$ cat src/source/aes_config.svh
// Word, block, words-per-block and entry FIFO size macros for the AES input side

`ifndef AES_CONFIG_SVH
`define AES_CONFIG_SVH

// Bus word width in bits
`define AES_WORD_S 32

// AES block width in bits
`define AES_BLK_S 128

// Bus words in one AES block
`define AES_NB 4

// Entry FIFO depth is 2**AES_FIFO_ADDR_WIDTH
`define AES_FIFO_ADDR_WIDTH 4

`endif

$ cat src/source/aes_pkg.sv
// Package with the shared FIFO entry union and the block byte reversal function

`default_nettype none

`include "aes_config.svh"

package aes_pkg;

	// Command view of an entry
	typedef struct packed {
		logic [`AES_BLK_S-`AES_WORD_S:0] pad;
		logic [`AES_WORD_S-1:0]          code;
	} aes_cmd_t;

	// Block view of an entry
	typedef struct packed {
		logic                  last;
		logic [`AES_BLK_S-1:0] data;
	} aes_blk_t;

	// One 129-bit FIFO entry, read as a command or as a block
	typedef union packed {
		aes_cmd_t cmd;
		aes_blk_t blk;
	} aes_entry_t;

	// Reverse the byte order of a whole block
	function automatic logic [`AES_BLK_S-1:0] blk_rev8(input logic [`AES_BLK_S-1:0] blk);
		logic [`AES_BLK_S-1:0] rev;
		rev = '0;
		for (int i = 0; i < `AES_BLK_S / 8; i++) begin
			rev[8*i +: 8] = blk[`AES_BLK_S-8-8*i +: 8];
		end
		return rev;
	endfunction

endpackage

`default_nettype wire

$ cat src/source/entry_fifo.sv
// Synchronous entry FIFO with valid/ready handshakes on the write and read sides

`timescale 1ns/1ps
`default_nettype none

`include "aes_config.svh"

module entry_fifo #(
	parameter int ADDR_WIDTH = `AES_FIFO_ADDR_WIDTH
) (
	input  logic                bus_clk,
	input  logic                bus_reset,
	input  logic                write_valid,
	input  aes_pkg::aes_entry_t write_entry,
	output logic                write_ready,
	input  logic                read_ready,
	output logic                read_valid,
	output aes_pkg::aes_entry_t read_entry
);

	localparam int DEPTH = 1 << ADDR_WIDTH;

	aes_pkg::aes_entry_t   mem [DEPTH];
	logic [ADDR_WIDTH-1:0] wr_ptr;
	logic [ADDR_WIDTH-1:0] rd_ptr;
	logic [ADDR_WIDTH:0]   count;
	logic                  do_write;
	logic                  do_read;

	assign write_ready = (count != (ADDR_WIDTH + 1)'(DEPTH));
	assign read_valid = (count != '0);
	assign read_entry = mem[rd_ptr];

	assign do_write = write_valid && write_ready;
	assign do_read = read_valid && read_ready;

	// Storage
	always_ff @(posedge bus_clk) begin
		if (do_write) begin
			mem[wr_ptr] <= write_entry;
		end
	end

	// Pointers wrap naturally at the power-of-two depth
	always_ff @(posedge bus_clk) begin
		if (bus_reset) begin
			wr_ptr <= '0;
			rd_ptr <= '0;
		end else begin
			if (do_write) begin
				wr_ptr <= wr_ptr + 1'b1;
			end
			if (do_read) begin
				rd_ptr <= rd_ptr + 1'b1;
			end
		end
	end

	// Occupancy
	always_ff @(posedge bus_clk) begin
		if (bus_reset) begin
			count <= '0;
		end else begin
			case ({do_write, do_read})
				2'b10: count <= count + 1'b1;
				2'b01: count <= count - 1'b1;
				default: count <= count;
			endcase
		end
	end

endmodule

`default_nettype wire

$ cat src/source/aes_input_assembler.sv
// Bus word assembler that builds command and byte-reversed block entries for the FIFO

`timescale 1ns/1ps
`default_nettype none

`include "aes_config.svh"

module aes_input_assembler (
	input  logic                   bus_clk,
	input  logic                   bus_reset,
	input  logic                   bus_data_wren,
	input  logic                   bus_tlast,
	input  logic [`AES_WORD_S-1:0] bus_data,
	input  logic                   write_ready,
	output logic                   busy,
	output logic                   write_valid,
	output aes_pkg::aes_entry_t    write_entry
);

	localparam logic ST_CMD = 1'b0;
	localparam logic ST_PAYLOAD = 1'b1;
	localparam int CNT_W = $clog2(`AES_NB);
	localparam logic [CNT_W-1:0] CNT_LAST = CNT_W'(`AES_NB - 1);

	logic                              state;
	logic [CNT_W-1:0]                  word_cnt;
	logic [`AES_BLK_S-`AES_WORD_S-1:0] blk_shift;
	logic [`AES_BLK_S-1:0]             blk_next;
	logic                              accept;
	logic                              cmd_done;
	logic                              blk_done;
	logic                              entry_taken;

	// Bus is held off until the pending entry reaches the FIFO
	assign busy = write_valid;
	assign accept = bus_data_wren && !busy;

	assign cmd_done = accept && (state == ST_CMD);
	assign blk_done = accept && (state == ST_PAYLOAD) && (word_cnt == CNT_LAST);
	assign entry_taken = write_valid && write_ready;

	// Newest word enters at the top
	assign blk_next = {bus_data, blk_shift};

	// Packet position and word count
	always_ff @(posedge bus_clk) begin
		if (bus_reset) begin
			state <= ST_CMD;
			word_cnt <= '0;
		end else if (accept) begin
			case (state)
				ST_CMD: begin
					state <= ST_PAYLOAD;
					word_cnt <= '0;
				end
				ST_PAYLOAD: begin
					if (word_cnt == CNT_LAST) begin
						word_cnt <= '0;
					end else begin
						word_cnt <= word_cnt + 1'b1;
					end
					// Packet end drops any partial block
					if (bus_tlast) begin
						state <= ST_CMD;
						word_cnt <= '0;
					end
				end
				default: begin
					state <= ST_CMD;
				end
			endcase
		end
	end

	// Block shift register keeps the three newest words
	always_ff @(posedge bus_clk) begin
		if (accept && (state == ST_PAYLOAD)) begin
			blk_shift <= blk_next[`AES_BLK_S-1:`AES_WORD_S];
		end
	end

	// Entry held stable until the FIFO takes it
	always_ff @(posedge bus_clk) begin
		if (cmd_done) begin
			write_entry.cmd.pad <= '0;
			write_entry.cmd.code <= bus_data;
		end else if (blk_done) begin
			write_entry.blk.last <= bus_tlast;
			write_entry.blk.data <= aes_pkg::blk_rev8(blk_next);
		end
	end

	always_ff @(posedge bus_clk) begin
		if (bus_reset) begin
			write_valid <= 1'b0;
		end else begin
			if (entry_taken) begin
				write_valid <= 1'b0;
			end
			if (cmd_done || blk_done) begin
				write_valid <= 1'b1;
			end
		end
	end

endmodule

`default_nettype wire

$ cat src/source/aes_input_dispatcher.sv
// Dispatcher that pops FIFO entries and presents them as commands or blocks to the AES core

`timescale 1ns/1ps
`default_nettype none

`include "aes_config.svh"

module aes_input_dispatcher (
	input  logic                   bus_clk,
	input  logic                   bus_reset,
	input  logic                   read_valid,
	input  aes_pkg::aes_entry_t    read_entry,
	output logic                   read_ready,
	input  logic                   out_ready,
	output logic                   out_valid,
	output logic                   out_is_cmd,
	output logic [`AES_WORD_S-1:0] out_cmd,
	output logic [`AES_BLK_S-1:0]  out_block,
	output logic                   out_block_last
);

	logic expect_cmd;
	logic pop;

	// Register free now or emptied on this edge
	assign read_ready = !out_valid || out_ready;
	assign pop = read_valid && read_ready;

	always_ff @(posedge bus_clk) begin
		if (bus_reset) begin
			expect_cmd <= 1'b1;
			out_valid <= 1'b0;
			out_is_cmd <= 1'b0;
			out_block_last <= 1'b0;
		end else if (pop) begin
			out_valid <= 1'b1;
			out_is_cmd <= expect_cmd;
			if (expect_cmd) begin
				out_block_last <= 1'b0;
				expect_cmd <= 1'b0;
			end else begin
				out_block_last <= read_entry.blk.last;
				// Last block of the packet
				expect_cmd <= read_entry.blk.last;
			end
		end else if (out_ready) begin
			out_valid <= 1'b0;
		end
	end

	// Payload fields decoded by packet position
	always_ff @(posedge bus_clk) begin
		if (pop) begin
			if (expect_cmd) begin
				out_cmd <= read_entry.cmd.code;
			end else begin
				out_block <= read_entry.blk.data;
			end
		end
	end

endmodule

`default_nettype wire

$ cat src/source/aes_input_subsystem.sv
// Top level of the AES input side with the assembler, entry FIFO and dispatcher

`timescale 1ns/1ps
`default_nettype none

`include "aes_config.svh"

module aes_input_subsystem (
	input  logic                   bus_clk,
	input  logic                   bus_reset,
	input  logic                   bus_data_wren,
	input  logic                   bus_tlast,
	input  logic [`AES_WORD_S-1:0] bus_data,
	output logic                   busy,
	input  logic                   out_ready,
	output logic                   out_valid,
	output logic                   out_is_cmd,
	output logic [`AES_WORD_S-1:0] out_cmd,
	output logic [`AES_BLK_S-1:0]  out_block,
	output logic                   out_block_last
);

	logic                write_valid;
	logic                write_ready;
	aes_pkg::aes_entry_t write_entry;
	logic                read_valid;
	logic                read_ready;
	aes_pkg::aes_entry_t read_entry;

	aes_input_assembler aes_input_assembler_inst (
		.bus_clk       (bus_clk),
		.bus_reset     (bus_reset),
		.bus_data_wren (bus_data_wren),
		.bus_tlast     (bus_tlast),
		.bus_data      (bus_data),
		.write_ready   (write_ready),
		.busy          (busy),
		.write_valid   (write_valid),
		.write_entry   (write_entry)
	);

	entry_fifo #(
		.ADDR_WIDTH (`AES_FIFO_ADDR_WIDTH)
	) entry_fifo_inst (
		.bus_clk     (bus_clk),
		.bus_reset   (bus_reset),
		.write_valid (write_valid),
		.write_entry (write_entry),
		.write_ready (write_ready),
		.read_ready  (read_ready),
		.read_valid  (read_valid),
		.read_entry  (read_entry)
	);

	aes_input_dispatcher aes_input_dispatcher_inst (
		.bus_clk        (bus_clk),
		.bus_reset      (bus_reset),
		.read_valid     (read_valid),
		.read_entry     (read_entry),
		.read_ready     (read_ready),
		.out_ready      (out_ready),
		.out_valid      (out_valid),
		.out_is_cmd     (out_is_cmd),
		.out_cmd        (out_cmd),
		.out_block      (out_block),
		.out_block_last (out_block_last)
	);

endmodule

`default_nettype wire

$ cat config.mk
export PLATFORM = sky130hd
export DESIGN_NAME = aes_input_subsystem
export DESIGN_NICKNAME = d
export VERILOG_FILES = /design/src/source/aes_pkg.sv /design/src/source/entry_fifo.sv /design/src/source/aes_input_assembler.sv /design/src/source/aes_input_dispatcher.sv /design/src/source/aes_input_subsystem.sv
export VERILOG_INCLUDE_DIRS = /design/src /design/src/source
export SDC_FILE = /design/constraint.sdc
export NUM_CORES = 2
export LEC_CHECK = 0
export BUFFER_PORTS_ARGS = -buffer_cell sky130_fd_sc_hd__buf_2
export CORE_MARGIN = 8
export CORE_UTILIZATION = 62
export CTS_CLUSTER_DIAMETER = 150
export DETAILED_ROUTE_END_ITERATION = 16
export PLACE_DENSITY = 0.79
export SYNTH_ARGS = -nofsm -noshare
export SYNTH_HDL_FRONTEND = slang
export SYNTH_SLANG_ARGS = --single-unit
$ cat constraint.sdc
create_clock -name bus_clk -period 13.74 [get_ports bus_clk]
set_input_delay 3.435 -clock bus_clk [delete_from_list [all_inputs] [get_ports bus_clk]]
set_output_delay 3.435 -clock bus_clk [all_outputs]
set_load 0.01 [all_outputs]
# Word level (Yosys, flattened, before mapping)
# Memory sizes are Yosys's and may differ from the RTL's. A register that Yosys moved wholly into a read port is not among the register bits.
# Cells that the tools add are included.
[word_totals] input_bits=37 out_inout_bits=164 register_bits=406 elab_cells=61 n_memories=1 ramBits=2064
[memory_table] memory="entry_fifo_inst.mem" words=16 word_bits=129 rd=1 rd_clocked_by_memory_dff=1 write_ports=1 line="entry_fifo.sv:23" text="aes_pkg::aes_entry_t mem [DEPTH];"
[op_classes] bitwise_logic=2 eq_ne=4 mux=17 n_reduce_logical=17 addsub=5
[op_table] operator="32-bit two-way mux" n=2
[op_table] operator="5-bit case mux with 2 select lines" n=1
[op_table] operator="4-bit by 1-bit adder with 4-bit output, second input constant" n=2
[op_table] operator="1-bit two-way mux" n=8
[op_table] operator="4-bit two-way mux" n=2
[op_table] operator="2-bit nonzero test" n=4
[op_table] operator="1-bit logical AND" n=6
[op_table] operator="5-bit by 1-bit adder with 5-bit output, second input constant" n=1
[op_table] operator="5-bit != test, second input constant" n=1
[op_table] operator="5-bit nonzero test" n=1
[op_table] operator="5-bit by 1-bit subtractor with 5-bit output, second input constant" n=1
[op_table] operator="2-bit == test, second input constant" n=2
[op_table] operator="2-bit two-way mux" n=2
[op_table] operator="2-bit case mux with 2 select lines" n=1
[op_table] operator="2-bit AND reduction" n=2
[op_table] operator="2-bit by 1-bit adder with 2-bit output, second input constant" n=1
[op_table] operator="2-bit by 1-bit == test with 1-bit output, second input constant" n=1
[op_table] operator="1-bit zero test" n=2
[op_table] operator="1-bit logical OR" n=2
[op_table] operator="1-bit NOT" n=2
[op_table] operator="1-bit case mux with 2 select lines" n=1

# Logic depth before layout (Yosys ltp)
[depth] word_depth=6 mapped_depth=14 mapped_depth_nobuf=11

# Modules after synthesis
# A second synthesis with hierarchy kept.
[unflattened] hier_cells=3973 area_unflattened_um2=91596.6
[by_module_without_submodules] module="entry_fifo" seq_area_each_um2=62319.8 area_each_um2=78629.2 cells_per_inst=3177 instances=1
[by_module_without_submodules] module="aes_input_assembler" seq_area_each_um2=5865.6 area_each_um2=7995.2 cells_per_inst=618 instances=1
[by_module_without_submodules] module="aes_input_dispatcher" seq_area_each_um2=4884.7 area_each_um2=4972.3 cells_per_inst=178 instances=1

# Worst setup path before layout
# Ideal clock, no wire load.
[synth_timing] path_kind="register to register" from="register entry_fifo_inst.count[2]" to="memory entry_fifo_inst.mem[3][0] in the netlist's numbering, enable pin" required_ps=12965 setup_time_ps=775 synth_period_minus_slack_ps=10655 path_stages_with_launch=7 n_path_buf=2 slack_ps=3085 t_arrival_ps=9880 cell_sequence="dfxtp_1 > clkbuf_1 > nor4_4 > a21oi_1 > buf_2 > nand2_1 > nor3_1"
[synth_between] elab_chain_cells=4
[synth_lines] item="from (decl)" line="entry_fifo.sv:26" text="logic [ADDR_WIDTH:0] count;"
[synth_lines] item="from (signal assigned)" line="entry_fifo.sv:65" text="2'b10: count <= count + 1'b1;"
[synth_lines] item="from (signal assigned)" line="entry_fifo.sv:66" text="2'b01: count <= count - 1'b1;"
[synth_lines] item="from (signal assigned)" line="entry_fifo.sv:67" text="default: count <= count;"
[synth_lines] item="5-bit != test" line="entry_fifo.sv:30" text="assign write_ready = (count != (ADDR_WIDTH + 1)'(DEPTH));"
[synth_lines] item="1-bit logical AND" line="entry_fifo.sv:34" text="assign do_write = write_valid && write_ready;"
[synth_lines] item="1-bit two-way mux" line="entry_fifo.sv:39" text="if (do_write) begin"
[synth_lines] item="1-bit two-way mux (implied by the code)" line="entry_fifo.sv:40" text="mem[wr_ptr] <= write_entry;"
[synth_lines] item="to (decl)" line="entry_fifo.sv:23"
# No other way between the ends.

# Worst setup path after layout
[layout_timing] from="input bus_data_wren" to="register aes_input_assembler_inst.write_valid (netlist: aes_input_assembler_inst.busy)"
[layout_between] elab_chain_cells=5 word_cells_on_any_way=7 cone_classes="mux: 1; reduce/logical: 6"
[layout_lines] item="from (decl)" line="aes_input_subsystem.sv:11" text="input logic bus_data_wren,"
[layout_lines] item="1-bit logical AND *" line="aes_input_assembler.sv:36" text="assign accept = bus_data_wren && !busy;"
[layout_lines] item="1-bit logical AND (2 in series)" line="aes_input_assembler.sv:39" text="assign blk_done = accept && (state == ST_PAYLOAD) && (word_cnt == CNT_LAST);"
[layout_lines] item="1-bit logical OR *" line="aes_input_assembler.sv:100" text="if (cmd_done || blk_done) begin"
[layout_lines] item="1-bit two-way mux or 2-bit nonzero test (tied branches)"
[layout_lines] item="to (signal assigned)" line="aes_input_assembler.sv:95" text="write_valid <= 1'b0;"
[layout_lines] item="to (signal assigned)" line="aes_input_assembler.sv:98" text="write_valid <= 1'b0;"
[layout_lines] item="to (signal assigned)" line="aes_input_assembler.sv:101" text="write_valid <= 1'b1;"
[layout_lines] item="to (decl)" line="aes_input_assembler.sv:16" text="output logic write_valid,"
# Every way passes the cells marked *; elsewhere a longest branch is shown, timed or not.
# A chain may end at the register's enable or synchronous reset.

==> metrics.yaml <==
status: "complete, no violations"
synthMuxAreaShare_pct: 15.1
vdd_drop_max_v: 0.000194
grt_overflow_total: 0
max-slew-margin-rel_pct: 19.4
start_util_pct: 62.2
synth_edf_count: 2352
vias_per_cell: 6.76
worst_slew_pin_slew_ns: 1.21
vias: 43600
io_pins: 201
worstPathRequired_ns: 14.45
cts_buffers: 222
fin_ws_ns: 8.14
synthArstFlopShare_pct: 0
finalNonFillerCells: 6450
finalPower_uw: 17500
die-area_um2: 160000
worstHoldStart: "aes_input_assembler_inst.blk_shift[37]"
synth-seq-cells: 2474
layout_common_cells: "edfxtp_1, mux4_2, nand2_1"
clk_latency_ns: 0.86
min_path_cells: 0
synthXorXnorAreaFrac_pct: 0.0958
clk_pin_slew_ns: 0.06
dp_hpwl_um: 106000
fin_crit_sh_pct: 40.8
cp-start-kind: "input port"
yosys_warnings: 0
core-area_um2: 147000
synth_cell_type_count: 40
drive_above_1_share_pct: 26.4
crit_fanout: 98
r2r_cells: 7
post_cts_resized: 0
antenna_found_initial: 12
gp_congestion: 0.775
timing.final.setup_violations: 0
hp-class: "flip-flop to flip-flop"
synth-compound-area-share_pct: 1.56
clockBufferDepth: 3
avgSynthCellArea_um2: 22.6
synth_top_family_by_area: "multiplexers"
fin_skew_ns: 0.0443
track_usage_pct: 27.5
cap_violations: 0
tns_ns: 0
dp_slack_ns: 7.50
fillers: 8157
worst-setup-path-type: "input port to flip-flop"
finalCriticalPeriod_ns: 5.60
final_common_cell: "edfxtp_1"
rr_endpoint: "aes_input_dispatcher_inst.out_block[69]"
core.rowCount: 141
h-tree-depth: 4
nets: 4381
synthSimpleGateAreaFrac_pct: 2.06
r2r_slack_ns: 8.52
syn_area_um2: 91400
drt_iter0_drc: 6199
timing.fmax_mhz: 178
rsz0062_at_grt: "no"
yosysSeqAreaShare_pct: 80.0
synth_nets: 4095
synth_flop_cell: "edfxtp_1"
cts_root_buf: "clkbuf_16"
p_per_area_nw_per_um2: 172
final_util_pct: 69.2
postCtsSetupBuffers: 0
postRouteAntennaNets: 0
hold_buffers: 0
grt_pass1_vias: 45800
clock-sinks: 2474
io_buffers: 200
synth_cells: 4050
die_x_um: 400
post-place-cells: 6042
dieHeight_um: 400
leakagePower_uw: 0.0289
min_to: "aes_input_assembler_inst.blk_shift[5]"
drc: 0
tritoncts: "built"
finalWirelength_um: 218000
first_pass_iters: 6
grt_pass1_wl_um: 314000
drv_slew: 0
hold_violations: 0
routedWlPerCell_um: 33.9
synthAdderAreaFrac_pct: 0.110
arrival_ns: 6.31
syn2layout_area_growth_pct: 11.2
grt_max_degree: 120
critPathCaptureType: "flip-flop"
-- area by class of cell --
type / instances / area (um^2) / area share, %
flip-flops and latches: 2474 / 73100 / 71.9
multi-input cells: 1351 / 17400 / 17.2
clock buffers: 276 / 5880 / 5.79
well taps: 1930 / 2410 / 2.38
repair buffers: 278 / 1690 / 1.66
clock inverters: 127 / 1090 / 1.07
inverters: 9 / 33.8 / 0.0332
diodes: 5 / 12.5 / 0.0123
-- synthesized netlist by cell type (3+ instances only) --
cell | number | area share, %
nand2b_1 | 4 | 0.027
xor2_1 | 6 | 0.058
clkbuf_1 | 119 | 0.49
a211oi_1 | 64 | 0.53
and2_1 | 3 | 0.021
a21oi_1 | 170 | 0.93
nor2b_1 | 64 | 0.44
xnor2_1 | 4 | 0.038
nand2_1 | 309 | 1.3
inv_1 | 9 | 0.037
dfxtp_1 | 122 | 2.7
or3_1 | 4 | 0.027
buf_1 | 16 | 0.066
mux4_2 | 583 | 14
ha_1 | 8 | 0.11
a31oi_1 | 3 | 0.021
buf_2 | 68 | 0.37
nor2_1 | 33 | 0.14
edfxtp_1 | 2352 | 77
nor3_1 | 7 | 0.038
buf_6 | 11 | 0.14
mux2i_1 | 66 | 0.72
-- registers in the layout (all words and copies together), names as in the netlist, 2 cells and up, named ones only --
signal	count
entry_fifo_inst.mem	2064
entry_fifo_inst.wr_ptr	4
aes_input_assembler_inst.blk_shift	96
entry_fifo_inst.rd_ptr	4
aes_input_assembler_inst.word_cnt	2
entry_fifo_inst.count	5
aes_input_dispatcher_inst.out_block	128
aes_input_dispatcher_inst.out_cmd	32
aes_input_assembler_inst.write_entry	129
-- how the worst max path moves through the flow --
stage | from | end | depth (start not counted) | slack [ns]
2_1_floorplan | entry_fifo_inst.count[2] | entry_fifo_inst.mem[3][0] | 6 | 3.08
3_3_place_gp | bus_data_wren | aes_input_assembler_inst.busy | 7 | 7.56
3_5_place_dp | bus_data_wren | aes_input_assembler_inst.busy | 7 | 7.50
4_1_cts | bus_data_wren | aes_input_assembler_inst.busy | 7 | 8.25
5_1_grt | bus_data_wren | aes_input_assembler_inst.busy | 7 | 8.05
6_report | bus_data_wren | aes_input_assembler_inst.busy | 7 | 8.14
-- per-layer routing --
layer / part of all wire, % / up-vias / wire length [um] / GRT usage [%]
li1: - / 17300 / - / -
met1: 35 / 22700 / 75900 / 36.7
met2: 50 / 3065 / 110000 / 45.6
met3: 11 / 474 / 25000 / 5.93
met4: 3.4 / 2 / 7490 / 9.41
met5: 0.0041 / - / 9 / 0
-- power by group --
part | internal (uW) | switching, uW | total [uW]
combinational | 1190 | 1460 | 2650
clock | 3310 | 2710 | 6020
sequential | 8580 | 201 | 8780
-- metrics by stage --
stage | hold WS, ns | area (um^2)
6_report | 0.451 | 102000
3_5_place_dp | 0.436 | 94700
5_1_grt | 0.464 | 102000
2_1_floorplan | 0.426 | 91400
3_3_place_gp | 0.435 | 94700
4_1_cts | 0.453 | 102000
-- worst max-delay path: stages --
cell	delay, ns
buf_2	0.11
nor2b_1	0.22
nand3_4	0.13
buf_4	0.86
nand2_2	0.92
a31oi_1	0.49
nor2_1	0.08
-- cell families after synthesis --
family	after synthesis
flops	2474
compound gates	248
xor+xnor	10
fa+ha+maj	8
buf+inv	225
mux	649
simple gates	436
No activity file was read; power rests on OpenSTA's default activity.
